## src/rtl/chdr_ingress_defs.svh

```systemverilog
`ifndef CHDR_INGRESS_DEFS_SVH
`define CHDR_INGRESS_DEFS_SVH

// ----------------------------------------
// Ingress stage sizing
// ----------------------------------------

// Beat width, fixed by the CHDR header layout
`define CHDR_WIDTH 64

// Log2 of packet buffer depth in beats
`define CHDR_MTU_LOG2 5

// Width of a crossbar destination port
`define CHDR_DEST_W 4

// Rows in the routing table
`define ROUTE_ENTRIES 8

`endif

```

## src/rtl/chdr_ingress_pkg.sv

```systemverilog
`include "chdr_ingress_defs.svh"

package chdr_ingress_pkg;

  // ----------------------------------------
  // Stream payloads
  // ----------------------------------------

  // One packet beat
  typedef struct packed {
    logic [`CHDR_WIDTH-1:0] data;
    logic                   last;
  } chdr_beat_t;

  // Route mode tag on the header beat, 3 is reserved
  typedef enum logic [1:0] {
    ROUTE_EPID    = 2'd0,
    ROUTE_TDEST   = 2'd1,
    RETURN_TO_SRC = 2'd2
  } route_mode_e;

  // Destination decided for one packet
  typedef struct packed {
    logic                    keep;
    logic [`CHDR_DEST_W-1:0] port;
  } route_result_t;

  // One routing table row
  typedef struct packed {
    logic                    valid;
    logic [15:0]             epid;
    logic [`CHDR_DEST_W-1:0] port;
  } route_entry_t;

  // Destination EPID sits in the low 16 bits of the first beat
  function automatic logic [15:0] get_dst_epid(input logic [`CHDR_WIDTH-1:0] hdr);
    return hdr[15:0];
  endfunction

endpackage

```

## src/rtl/axis_stream_if.sv

```systemverilog
`timescale 1ns/1ps

// Valid/ready stream carrying one payload per transfer
// Transfer on a clock edge with valid and ready both high
// Valid and payload hold from rising valid until the transfer
interface axis_stream_if #(
  parameter type payload_t = logic
);

  logic     valid;
  logic     ready;
  payload_t payload;

  // ----------------------------------------
  // Modports
  // ----------------------------------------

  // Producer side
  modport source (
    output valid,
    output payload,
    input  ready
  );

  // Consumer side
  modport sink (
    input  valid,
    input  payload,
    output ready
  );

  // Passive observer, sees every transfer
  modport monitor (
    input valid,
    input payload,
    input ready
  );

endinterface

```

## src/rtl/chdr_pkt_gate.sv

```systemverilog
`timescale 1ns/1ps
`include "chdr_ingress_defs.svh"

// Store-and-forward buffer
// A packet is visible on the output only once its last beat is stored
module chdr_pkt_gate (
  input  logic         clk,
  input  logic         reset,
  input  logic         i_route_room,
  axis_stream_if.sink   s_in,
  axis_stream_if.source m_out
);

  localparam int AW    = `CHDR_MTU_LOG2;
  localparam int DEPTH = 1 << AW;

  // ----------------------------------------
  // Storage and pointers
  // ----------------------------------------

  chdr_ingress_pkg::chdr_beat_t mem [DEPTH];

  // Extra MSB tells full from empty
  logic [AW:0] wr_ptr;
  logic [AW:0] rd_ptr;
  logic [AW:0] commit_ptr;
  logic [AW:0] used;

  logic        full;
  logic        hdr_next;
  logic        in_stb;
  logic        out_stb;

  // Occupancy never exceeds DEPTH, so the MSB alone flags full
  assign used = wr_ptr - rd_ptr;
  assign full = used[AW];

  // ----------------------------------------
  // Input side
  // ----------------------------------------

  // Header beats also need a free slot in the route queue
  assign s_in.ready = !full && (!hdr_next || i_route_room);
  assign in_stb     = s_in.valid && s_in.ready;

  // Next accepted beat is a header after a last beat
  always_ff @(posedge clk) begin
    if (reset) begin
      hdr_next <= 1'b1;
    end else if (in_stb) begin
      hdr_next <= s_in.payload.last;
    end
  end

  // Beat memory write
  always_ff @(posedge clk) begin
    if (in_stb) begin
      mem[wr_ptr[AW-1:0]] <= s_in.payload;
    end
  end

  always_ff @(posedge clk) begin
    if (reset) begin
      wr_ptr     <= '0;
      commit_ptr <= '0;
    end else if (in_stb) begin
      wr_ptr <= wr_ptr + 1'b1;
      // Whole packet now stored, release it
      if (s_in.payload.last) begin
        commit_ptr <= wr_ptr + 1'b1;
      end
    end
  end

  // ----------------------------------------
  // Output side
  // ----------------------------------------

  // Only committed beats are presented
  assign m_out.valid   = (rd_ptr != commit_ptr);
  assign m_out.payload = mem[rd_ptr[AW-1:0]];
  assign out_stb       = m_out.valid && m_out.ready;

  always_ff @(posedge clk) begin
    if (reset) begin
      rd_ptr <= '0;
    end else if (out_stb) begin
      rd_ptr <= rd_ptr + 1'b1;
    end
  end

endmodule

```

## src/rtl/chdr_route_resolver.sv

```systemverilog
`timescale 1ns/1ps
`include "chdr_ingress_defs.svh"

// Decides the destination of each packet from its header beat
// Results queue up in arrival order, one per packet
module chdr_route_resolver #(
  parameter logic [`CHDR_DEST_W-1:0] NODE_PORT = '0
) (
  input  logic                                clk,
  input  logic                                reset,
  input  chdr_ingress_pkg::route_mode_e       i_mode,
  input  logic [`CHDR_DEST_W-1:0]             i_tdest,
  // Routing table write port
  input  logic                                i_cfg_wr,
  input  logic [$clog2(`ROUTE_ENTRIES)-1:0]   i_cfg_index,
  input  logic                                i_cfg_valid,
  input  logic [15:0]                         i_cfg_epid,
  input  logic [`CHDR_DEST_W-1:0]             i_cfg_port,
  axis_stream_if.monitor                      s_mon,
  output logic                                o_route_room,
  axis_stream_if.source                       m_route
);

  // ----------------------------------------
  // Routing table
  // ----------------------------------------

  chdr_ingress_pkg::route_entry_t route_table [`ROUTE_ENTRIES];

  // A write shows up in lookups on the following cycle
  always_ff @(posedge clk) begin
    if (reset) begin
      for (int i = 0; i < `ROUTE_ENTRIES; i++) begin
        route_table[i] <= '0;
      end
    end else if (i_cfg_wr) begin
      route_table[i_cfg_index].valid <= i_cfg_valid;
      route_table[i_cfg_index].epid  <= i_cfg_epid;
      route_table[i_cfg_index].port  <= i_cfg_port;
    end
  end

  // ----------------------------------------
  // Header tracking
  // ----------------------------------------

  logic        hdr_next;
  logic        hdr_stb;
  logic [15:0] hdr_epid;

  always_ff @(posedge clk) begin
    if (reset) begin
      hdr_next <= 1'b1;
    end else if (s_mon.valid && s_mon.ready) begin
      hdr_next <= s_mon.payload.last;
    end
  end

  assign hdr_stb  = s_mon.valid && s_mon.ready && hdr_next;
  assign hdr_epid = chdr_ingress_pkg::get_dst_epid(s_mon.payload.data);

  // ----------------------------------------
  // Lookup and mode decode
  // ----------------------------------------

  chdr_ingress_pkg::route_result_t lookup;
  chdr_ingress_pkg::route_result_t route_next;

  // Scan downward so the lowest matching index wins
  always_comb begin
    lookup.keep = 1'b0;
    lookup.port = '0;
    for (int i = `ROUTE_ENTRIES - 1; i >= 0; i--) begin
      if (route_table[i].valid && (route_table[i].epid == hdr_epid)) begin
        lookup.keep = 1'b1;
        lookup.port = route_table[i].port;
      end
    end
  end

  always_comb begin
    case (i_mode)
      chdr_ingress_pkg::ROUTE_EPID: begin
        route_next = lookup;
      end
      chdr_ingress_pkg::ROUTE_TDEST: begin
        route_next.keep = 1'b1;
        route_next.port = i_tdest;
      end
      // Return to source, reserved code treated the same
      default: begin
        route_next.keep = 1'b1;
        route_next.port = NODE_PORT;
      end
    endcase
  end

  // ----------------------------------------
  // Two-entry result queue
  // ----------------------------------------

  chdr_ingress_pkg::route_result_t q_mem [2];

  logic       q_wr_idx;
  logic       q_rd_idx;
  logic [1:0] q_count;
  logic       q_pop;

  assign q_pop           = m_route.valid && m_route.ready;
  assign m_route.valid   = (q_count != 2'd0);
  assign m_route.payload = q_mem[q_rd_idx];
  // Gate only lets a header through while this is high
  assign o_route_room    = !q_count[1];

  always_ff @(posedge clk) begin
    if (hdr_stb) begin
      q_mem[q_wr_idx] <= route_next;
    end
  end

  always_ff @(posedge clk) begin
    if (reset) begin
      q_wr_idx <= 1'b0;
      q_rd_idx <= 1'b0;
      q_count  <= 2'd0;
    end else begin
      if (hdr_stb) q_wr_idx <= !q_wr_idx;
      if (q_pop)   q_rd_idx <= !q_rd_idx;
      case ({hdr_stb, q_pop})
        2'b10:   q_count <= q_count + 2'd1;
        2'b01:   q_count <= q_count - 2'd1;
        default: q_count <= q_count;
      endcase
    end
  end

endmodule

```

## src/rtl/chdr_dest_join.sv

```systemverilog
`timescale 1ns/1ps
`include "chdr_ingress_defs.svh"

// Attaches the queued route result to each released packet
// Destination stays fixed until the last beat leaves
module chdr_dest_join (
  axis_stream_if.sink              s_pkt,
  axis_stream_if.sink              s_route,
  output logic [`CHDR_WIDTH-1:0]   o_tdata,
  output logic                     o_tlast,
  output logic [`CHDR_DEST_W-1:0]  o_tdest,
  output logic                     o_tkeep,
  output logic                     o_tvalid,
  input  logic                     i_tready
);

  logic out_stb;

  // ----------------------------------------
  // Output beat
  // ----------------------------------------

  // Packet beat alone is not enough, the route must be known
  assign o_tvalid = s_pkt.valid && s_route.valid;
  assign out_stb  = o_tvalid && i_tready;

  assign o_tdata = s_pkt.payload.data;
  assign o_tlast = s_pkt.payload.last;
  assign o_tdest = s_route.payload.port;
  assign o_tkeep = s_route.payload.keep;

  // ----------------------------------------
  // Consume
  // ----------------------------------------

  // Every output transfer takes one packet beat
  assign s_pkt.ready = out_stb;

  // Route result retires with the last beat of its packet
  assign s_route.ready = out_stb && s_pkt.payload.last;

endmodule

```

## src/rtl/chdr_ingress_top.sv

```systemverilog
`timescale 1ns/1ps
`include "chdr_ingress_defs.svh"

// Ingress stage of one crossbar port
// Packet gate and route resolver see the same input beats
module chdr_ingress_top #(
  parameter logic [`CHDR_DEST_W-1:0] NODE_PORT = '0
) (
  input  logic                              clk,
  input  logic                              reset,
  // Packet input
  input  logic [`CHDR_WIDTH-1:0]            i_s_tdata,
  input  logic                              i_s_tlast,
  input  logic [1:0]                        i_s_tmode,
  input  logic [`CHDR_DEST_W-1:0]           i_s_tdest,
  input  logic                              i_s_tvalid,
  output logic                              o_s_tready,
  // Routing table write port
  input  logic                              i_cfg_wr,
  input  logic [$clog2(`ROUTE_ENTRIES)-1:0] i_cfg_index,
  input  logic                              i_cfg_valid,
  input  logic [15:0]                       i_cfg_epid,
  input  logic [`CHDR_DEST_W-1:0]           i_cfg_port,
  // Packet output with destination
  output logic [`CHDR_WIDTH-1:0]            o_m_tdata,
  output logic                              o_m_tlast,
  output logic [`CHDR_DEST_W-1:0]           o_m_tdest,
  output logic                              o_m_tkeep,
  output logic                              o_m_tvalid,
  input  logic                              i_m_tready
);

  // ----------------------------------------
  // Internal streams
  // ----------------------------------------

  axis_stream_if #(.payload_t(chdr_ingress_pkg::chdr_beat_t))    in_beats ();
  axis_stream_if #(.payload_t(chdr_ingress_pkg::chdr_beat_t))    gate_out ();
  axis_stream_if #(.payload_t(chdr_ingress_pkg::route_result_t)) route_q  ();

  logic route_room;

  // Input pins onto the shared stream
  assign in_beats.valid        = i_s_tvalid;
  assign in_beats.payload.data = i_s_tdata;
  assign in_beats.payload.last = i_s_tlast;
  assign o_s_tready            = in_beats.ready;

  // ----------------------------------------
  // Blocks
  // ----------------------------------------

  chdr_pkt_gate u_gate (
    .clk          (clk),
    .reset        (reset),
    .i_route_room (route_room),
    .s_in         (in_beats.sink),
    .m_out        (gate_out.source)
  );

  chdr_route_resolver #(.NODE_PORT(NODE_PORT)) u_resolver (
    .clk          (clk),
    .reset        (reset),
    .i_mode       (chdr_ingress_pkg::route_mode_e'(i_s_tmode)),
    .i_tdest      (i_s_tdest),
    .i_cfg_wr     (i_cfg_wr),
    .i_cfg_index  (i_cfg_index),
    .i_cfg_valid  (i_cfg_valid),
    .i_cfg_epid   (i_cfg_epid),
    .i_cfg_port   (i_cfg_port),
    .s_mon        (in_beats.monitor),
    .o_route_room (route_room),
    .m_route      (route_q.source)
  );

  chdr_dest_join u_join (
    .s_pkt    (gate_out.sink),
    .s_route  (route_q.sink),
    .o_tdata  (o_m_tdata),
    .o_tlast  (o_m_tlast),
    .o_tdest  (o_m_tdest),
    .o_tkeep  (o_m_tkeep),
    .o_tvalid (o_m_tvalid),
    .i_tready (i_m_tready)
  );

endmodule

```

## config.mk

```make
export PLATFORM = sky130hd
export DESIGN_NAME = chdr_ingress_top
export DESIGN_NICKNAME = d
export VERILOG_FILES = /design/src/rtl/chdr_ingress_pkg.sv /design/src/rtl/axis_stream_if.sv /design/src/rtl/chdr_pkt_gate.sv /design/src/rtl/chdr_route_resolver.sv /design/src/rtl/chdr_dest_join.sv /design/src/rtl/chdr_ingress_top.sv
export VERILOG_INCLUDE_DIRS = /design/src /design/src/rtl
export SDC_FILE = /design/constraint.sdc
export NUM_CORES = 2
export LEC_CHECK = 0
export ABC_AREA = 1
export BUFFER_PORTS_ARGS = -buffer_cell sky130_fd_sc_hd__buf_2
export CORE_MARGIN = 2
export CORE_UTILIZATION = 55
export CTS_CLUSTER_SIZE = 24
export DETAILED_ROUTE_END_ITERATION = 10
export HOLD_SLACK_MARGIN = 0.12
export PLACE_DENSITY = 0.73
export SLEW_MARGIN = 15
export SYNTH_ARGS = -nofsm -noshare
export SYNTH_HDL_FRONTEND = slang
export SYNTH_SLANG_ARGS = --single-unit
```

## constraint.sdc

```tcl
create_clock -name clk -period 4.5 [get_ports clk]
set_clock_uncertainty 0.1 [all_clocks]
set_input_delay 0.45 -clock clk [delete_from_list [all_inputs] [get_ports clk]]
set_output_delay 0.45 -clock clk [all_outputs]
set_load 0.03 [all_outputs]
```

==> results.md <==
- Status: completed
- Peak VDD IR: 0.472 mV
- Initial drt markers: 8,662
- Ports: 172
- HP Class: input pin to flip-flop
- Cell Rows: 149
- CP max FO: 81
- Port bufs: 171
- Int Pwr: 37.6 mW
- Arrival time worst endpoint: 3.75 ns
- Largest net degree at the start of global routing: 177
- Worst-Skew Late Latency: 0.87 ns
- CTS H-Tree Depth: 4
- Drt via density: 6.28
- Multiplexer share of the synthesized area: 0.000620
- F_max: 0.232 GHz
- Die Width: 410 microns
- Syn Area/Cell: 12.8 sq um
- Post-layout min period: 4.30 ns
- Clock sink total: 2,287
- TritonCTS clock tree: done
- Synth Area in XOR/XNOR: 0.00338
- Mapped cell area: 90,800 sq um
- CP Launch Type: flip-flop
- Average wire per standard cell: 25.3 microns
- Area of the die: 168,000 sq um
- Yosys warning total: 0
- Sequential area share after synthesis: 0.753
- Main combinational cell family by area after synthesis: compound AO/OA/AOI/OAI gates
- Core ar.: 164,000 sq um
- Pleak: 34.3 nW
- Tcrit/Tclk final: 0.956
- Reg power frac: 0.452
- Psw: 16.9 mW
- Cells after Synth: 7,070
- Crit path kind: flip-flop to output port
- Fin cells: 9,618
- Final GP Congestion: 0.846
- Post-synth EDFFs: 2,258
- Post-CTS setup buffers: 0
- Root buffer cell: clkbuf_16
- Clock Tree Buf Depth: 3
- Worst setup margin: 0.199 ns
- Simple-gate share of the synthesized area: 0.0896
- Post-synth cell types: 51
- Most used DFF post-synth: edfxtp_1
- Placed Cells: 9,119
- Initial Utilization: 0.552
- Drt total wl: 244 mm
- GRT Util Overall: 0.284
- Finished Cell Area: 103,000 sq um
- CP Data Required Time: 3.95 ns
- FFs w/ async S/R, synth: 0
- Layout cells sized above 1: 0.0967
- Maxcap violations: 0
- Vias in the first global route: 57,900
- Layout area overhead: 13.1%
- Number of buffers created by CTS: 219
- Path depth of the worst reg2reg path: 13
- Clock group share of total power: 0.323
- Dpl ws: 1.01 ns
- Synth Net Count: 7,180
- Initial DRT Pass Iterations: 6
- Switching part of the total: 0.311
- Clk slew on worst S/H paths: 0.06 ns
- Hold Path Depth: 1
- Dpl cell area: 94,900 sq um
- RSZ-0062 raised after global routing: false
- Die Height: 410 microns
- DRC: 0
- GR Overflow Total: 0
- Final Max Slew Viols: 0
- Final hold violation count: 0
- Initial antenna violation count: 7
- Endpoints failing setup: 0
- Synth Register Bits: 2,287
- Fin nets: 7,354
- Post-synthesis adder-cell area fraction: 0.00138
- Hpwl dp: 129 mm
- Final ANT Viol Nets: 0
- Rel. slew slack: 0.255
- First-pass GRT wire length: 360 mm
- Logic pwr share: 0.225
- Worst slew pin tran: 1.12 ns
- Sum Neg Setup Slack: 0 ns
- Complex-gate fraction of the synthesized area: 0.124
- Worst Setup End Kind: output port
- Vias: 60,400
- PwrDens: 531 nW/um^2
## kinds of logic after synthesis
group	after synthesis
adders and majority gates	10
muxes	5
DFF	2287
AOI/OAI and AO/OA	2035
xor gates and xnor gates	35
buffers and inverters	607
and+or+nand+nor	2091
## layout by cell type (no fill, tap or decap), types with 7 or more instances in the layout
cell type | synthesis | layout
edfxtp_1 | 2258 | 2258
nor2_1 | 1534 | 1502
o21ai_0 | 987 | 987
o22ai_1 | 584 | 584
nand2_1 | 441 | 441
o21ai_1 | 317 | 317
clkbuf_16 | 0 | 220
buf_2 | 132 | 171
inv_1 | 95 | 94
dlygate4sd3_1 | 0 | 93
buf_4 | 23 | 88
buf_12 | 0 | 82
clkinv_1 | 3 | 65
clkbuf_1 | 305 | 58
nand3_1 | 54 | 54
a21oi_1 | 53 | 53
o221ai_1 | 43 | 43
nor2_4 | 2 | 34
clkinv_2 | 0 | 32
inv_2 | 28 | 25
dfxtp_1 | 29 | 24
xor2_1 | 22 | 22
xnor2_1 | 13 | 13
nand4_1 | 13 | 13
o31ai_1 | 12 | 12
bufinv_16 | 0 | 12
ha_1 | 10 | 10
clkinv_16 | 0 | 8
nor4_1 | 7 | 7
or2_1 | 7 | 7
## power by group through the flow
| stage | clock (mW) | combinational [mW] | sequential (mW) |
|---|---|---|---|
| floorplan | 0 | 7.72 | 25.1 |
| global placement | 0 | 11.8 | 25.1 |
| detailed placement | 0 | 12.0 | 25.1 |
| CTS | 17.7 | 12.2 | 24.7 |
| global route | 18.5 | 13.2 | 24.7 |
| finish | 17.6 | 12.3 | 24.7 |
## flip-flops by register name, summed over array words and instances (netlist names), named ones only
name                    count
u_gate.commit_ptr           6
u_gate.hdr_next             1
u_resolver.route_table    168
u_gate.rd_ptr               6
u_resolver.q_wr_idx         1
u_resolver.q_rd_idx         1
u_resolver.q_count          2
u_gate.wr_ptr               6
u_gate.mem               2080
u_resolver.q_mem           10
## stage by stage
| step | hold WS, ns | total power, mW | utilization |
|---|---|---|---|
| floorplan | 0.346 | 32.8 | - |
| global placement | 0.364 | 36.9 | 0.577 |
| detailed placement | 0.372 | 37.2 | 0.577 |
| CTS | 0.136 | 54.6 | 0.624 |
| global route | 0.164 | 56.5 | 0.624 |
| finish | 0.181 | 54.5 | 0.624 |
## what timing repair did
item | in CTS | in global routing
gates resized for setup | 0 | 1
endpoints found under the hold margin | 1930 | 0
hold buffers | 93 | 0
endpoints found under the setup margin | 0 | 1
## cells in the mapped netlist, drive strengths merged (7+ instances only)
| library cell | instances | area, sq um |
|---|---|---|
| inv | 123 | 462 |
| ha | 10 | 125 |
| edfxtp | 2258 | 67800 |
| o31ai | 12 | 90.1 |
| nand4 | 14 | 93.8 |
| nand3 | 58 | 325 |
| nor2 | 1541 | 5810 |
| o22ai | 584 | 3650 |
| xor2 | 22 | 193 |
| nand2 | 444 | 1670 |
| a21oi | 54 | 274 |
| or2 | 13 | 81.3 |
| buf | 176 | 957 |
| dfxtp | 29 | 581 |
| o21ai | 1304 | 6530 |
| nor3 | 7 | 40.0 |
| clkbuf | 305 | 1140 |
| nor4 | 9 | 68.8 |
| xnor2 | 13 | 114 |
| o221ai | 43 | 377 |
## area by class of cell
cell class | instances | area, sq um
flip-flops and latches | 2287 | 68400
fillers | 11800 | 61700
multi-input cells | 4176 | 20100
clock buffers | 278 | 5720
repair buffers | 434 | 4090
well taps | 2189 | 2740
clock inverters | 126 | 1130
inverters | 126 | 508
diodes | 2 | 5.00
## layer usage
| layer | part of all wire | up-vias | global-route usage |
|---|---|---|---|
| met4 | 0.035 | 2 | 0.103 |
| li1 | - | 26400 | - |
| met1 | 0.38 | 29800 | 0.388 |
| met5 | 0.000074 | - | 0 |
| met3 | 0.10 | 528 | 0.0413 |
| met2 | 0.48 | 3710 | 0.467 |
## critical path, stage by stage (launching register included)
cell and delay [ns]:
dfxtp_4 0.67, clkinv_8 0.49, buf_12 0.38, buf_4 0.21, buf_4 0.15, a32o_1 0.25, nand2_1 0.07, o211ai_1 0.11
a31oi_1 0.29, buf_2 0.27
## worst paths after layout
path / from / to / slack [ns]
setup reg to reg: flip-flop / u_resolver.q_count[1]$_SDFFE_PP0P_ / 1.00
hold / removal: i_s_tdata[3] / u_gate.mem[20][4]$_DFFE_PP_ / 0.18
hold reg to reg: u_gate.commit_ptr[3]$_SDFFE_PP0P_ / u_gate.commit_ptr[3]$_SDFFE_PP0P_ / 0.38
setup / recovery: flip-flop / o_m_tdata[16] / 0.20
Note: power is estimated with default switching activity, not from simulation.
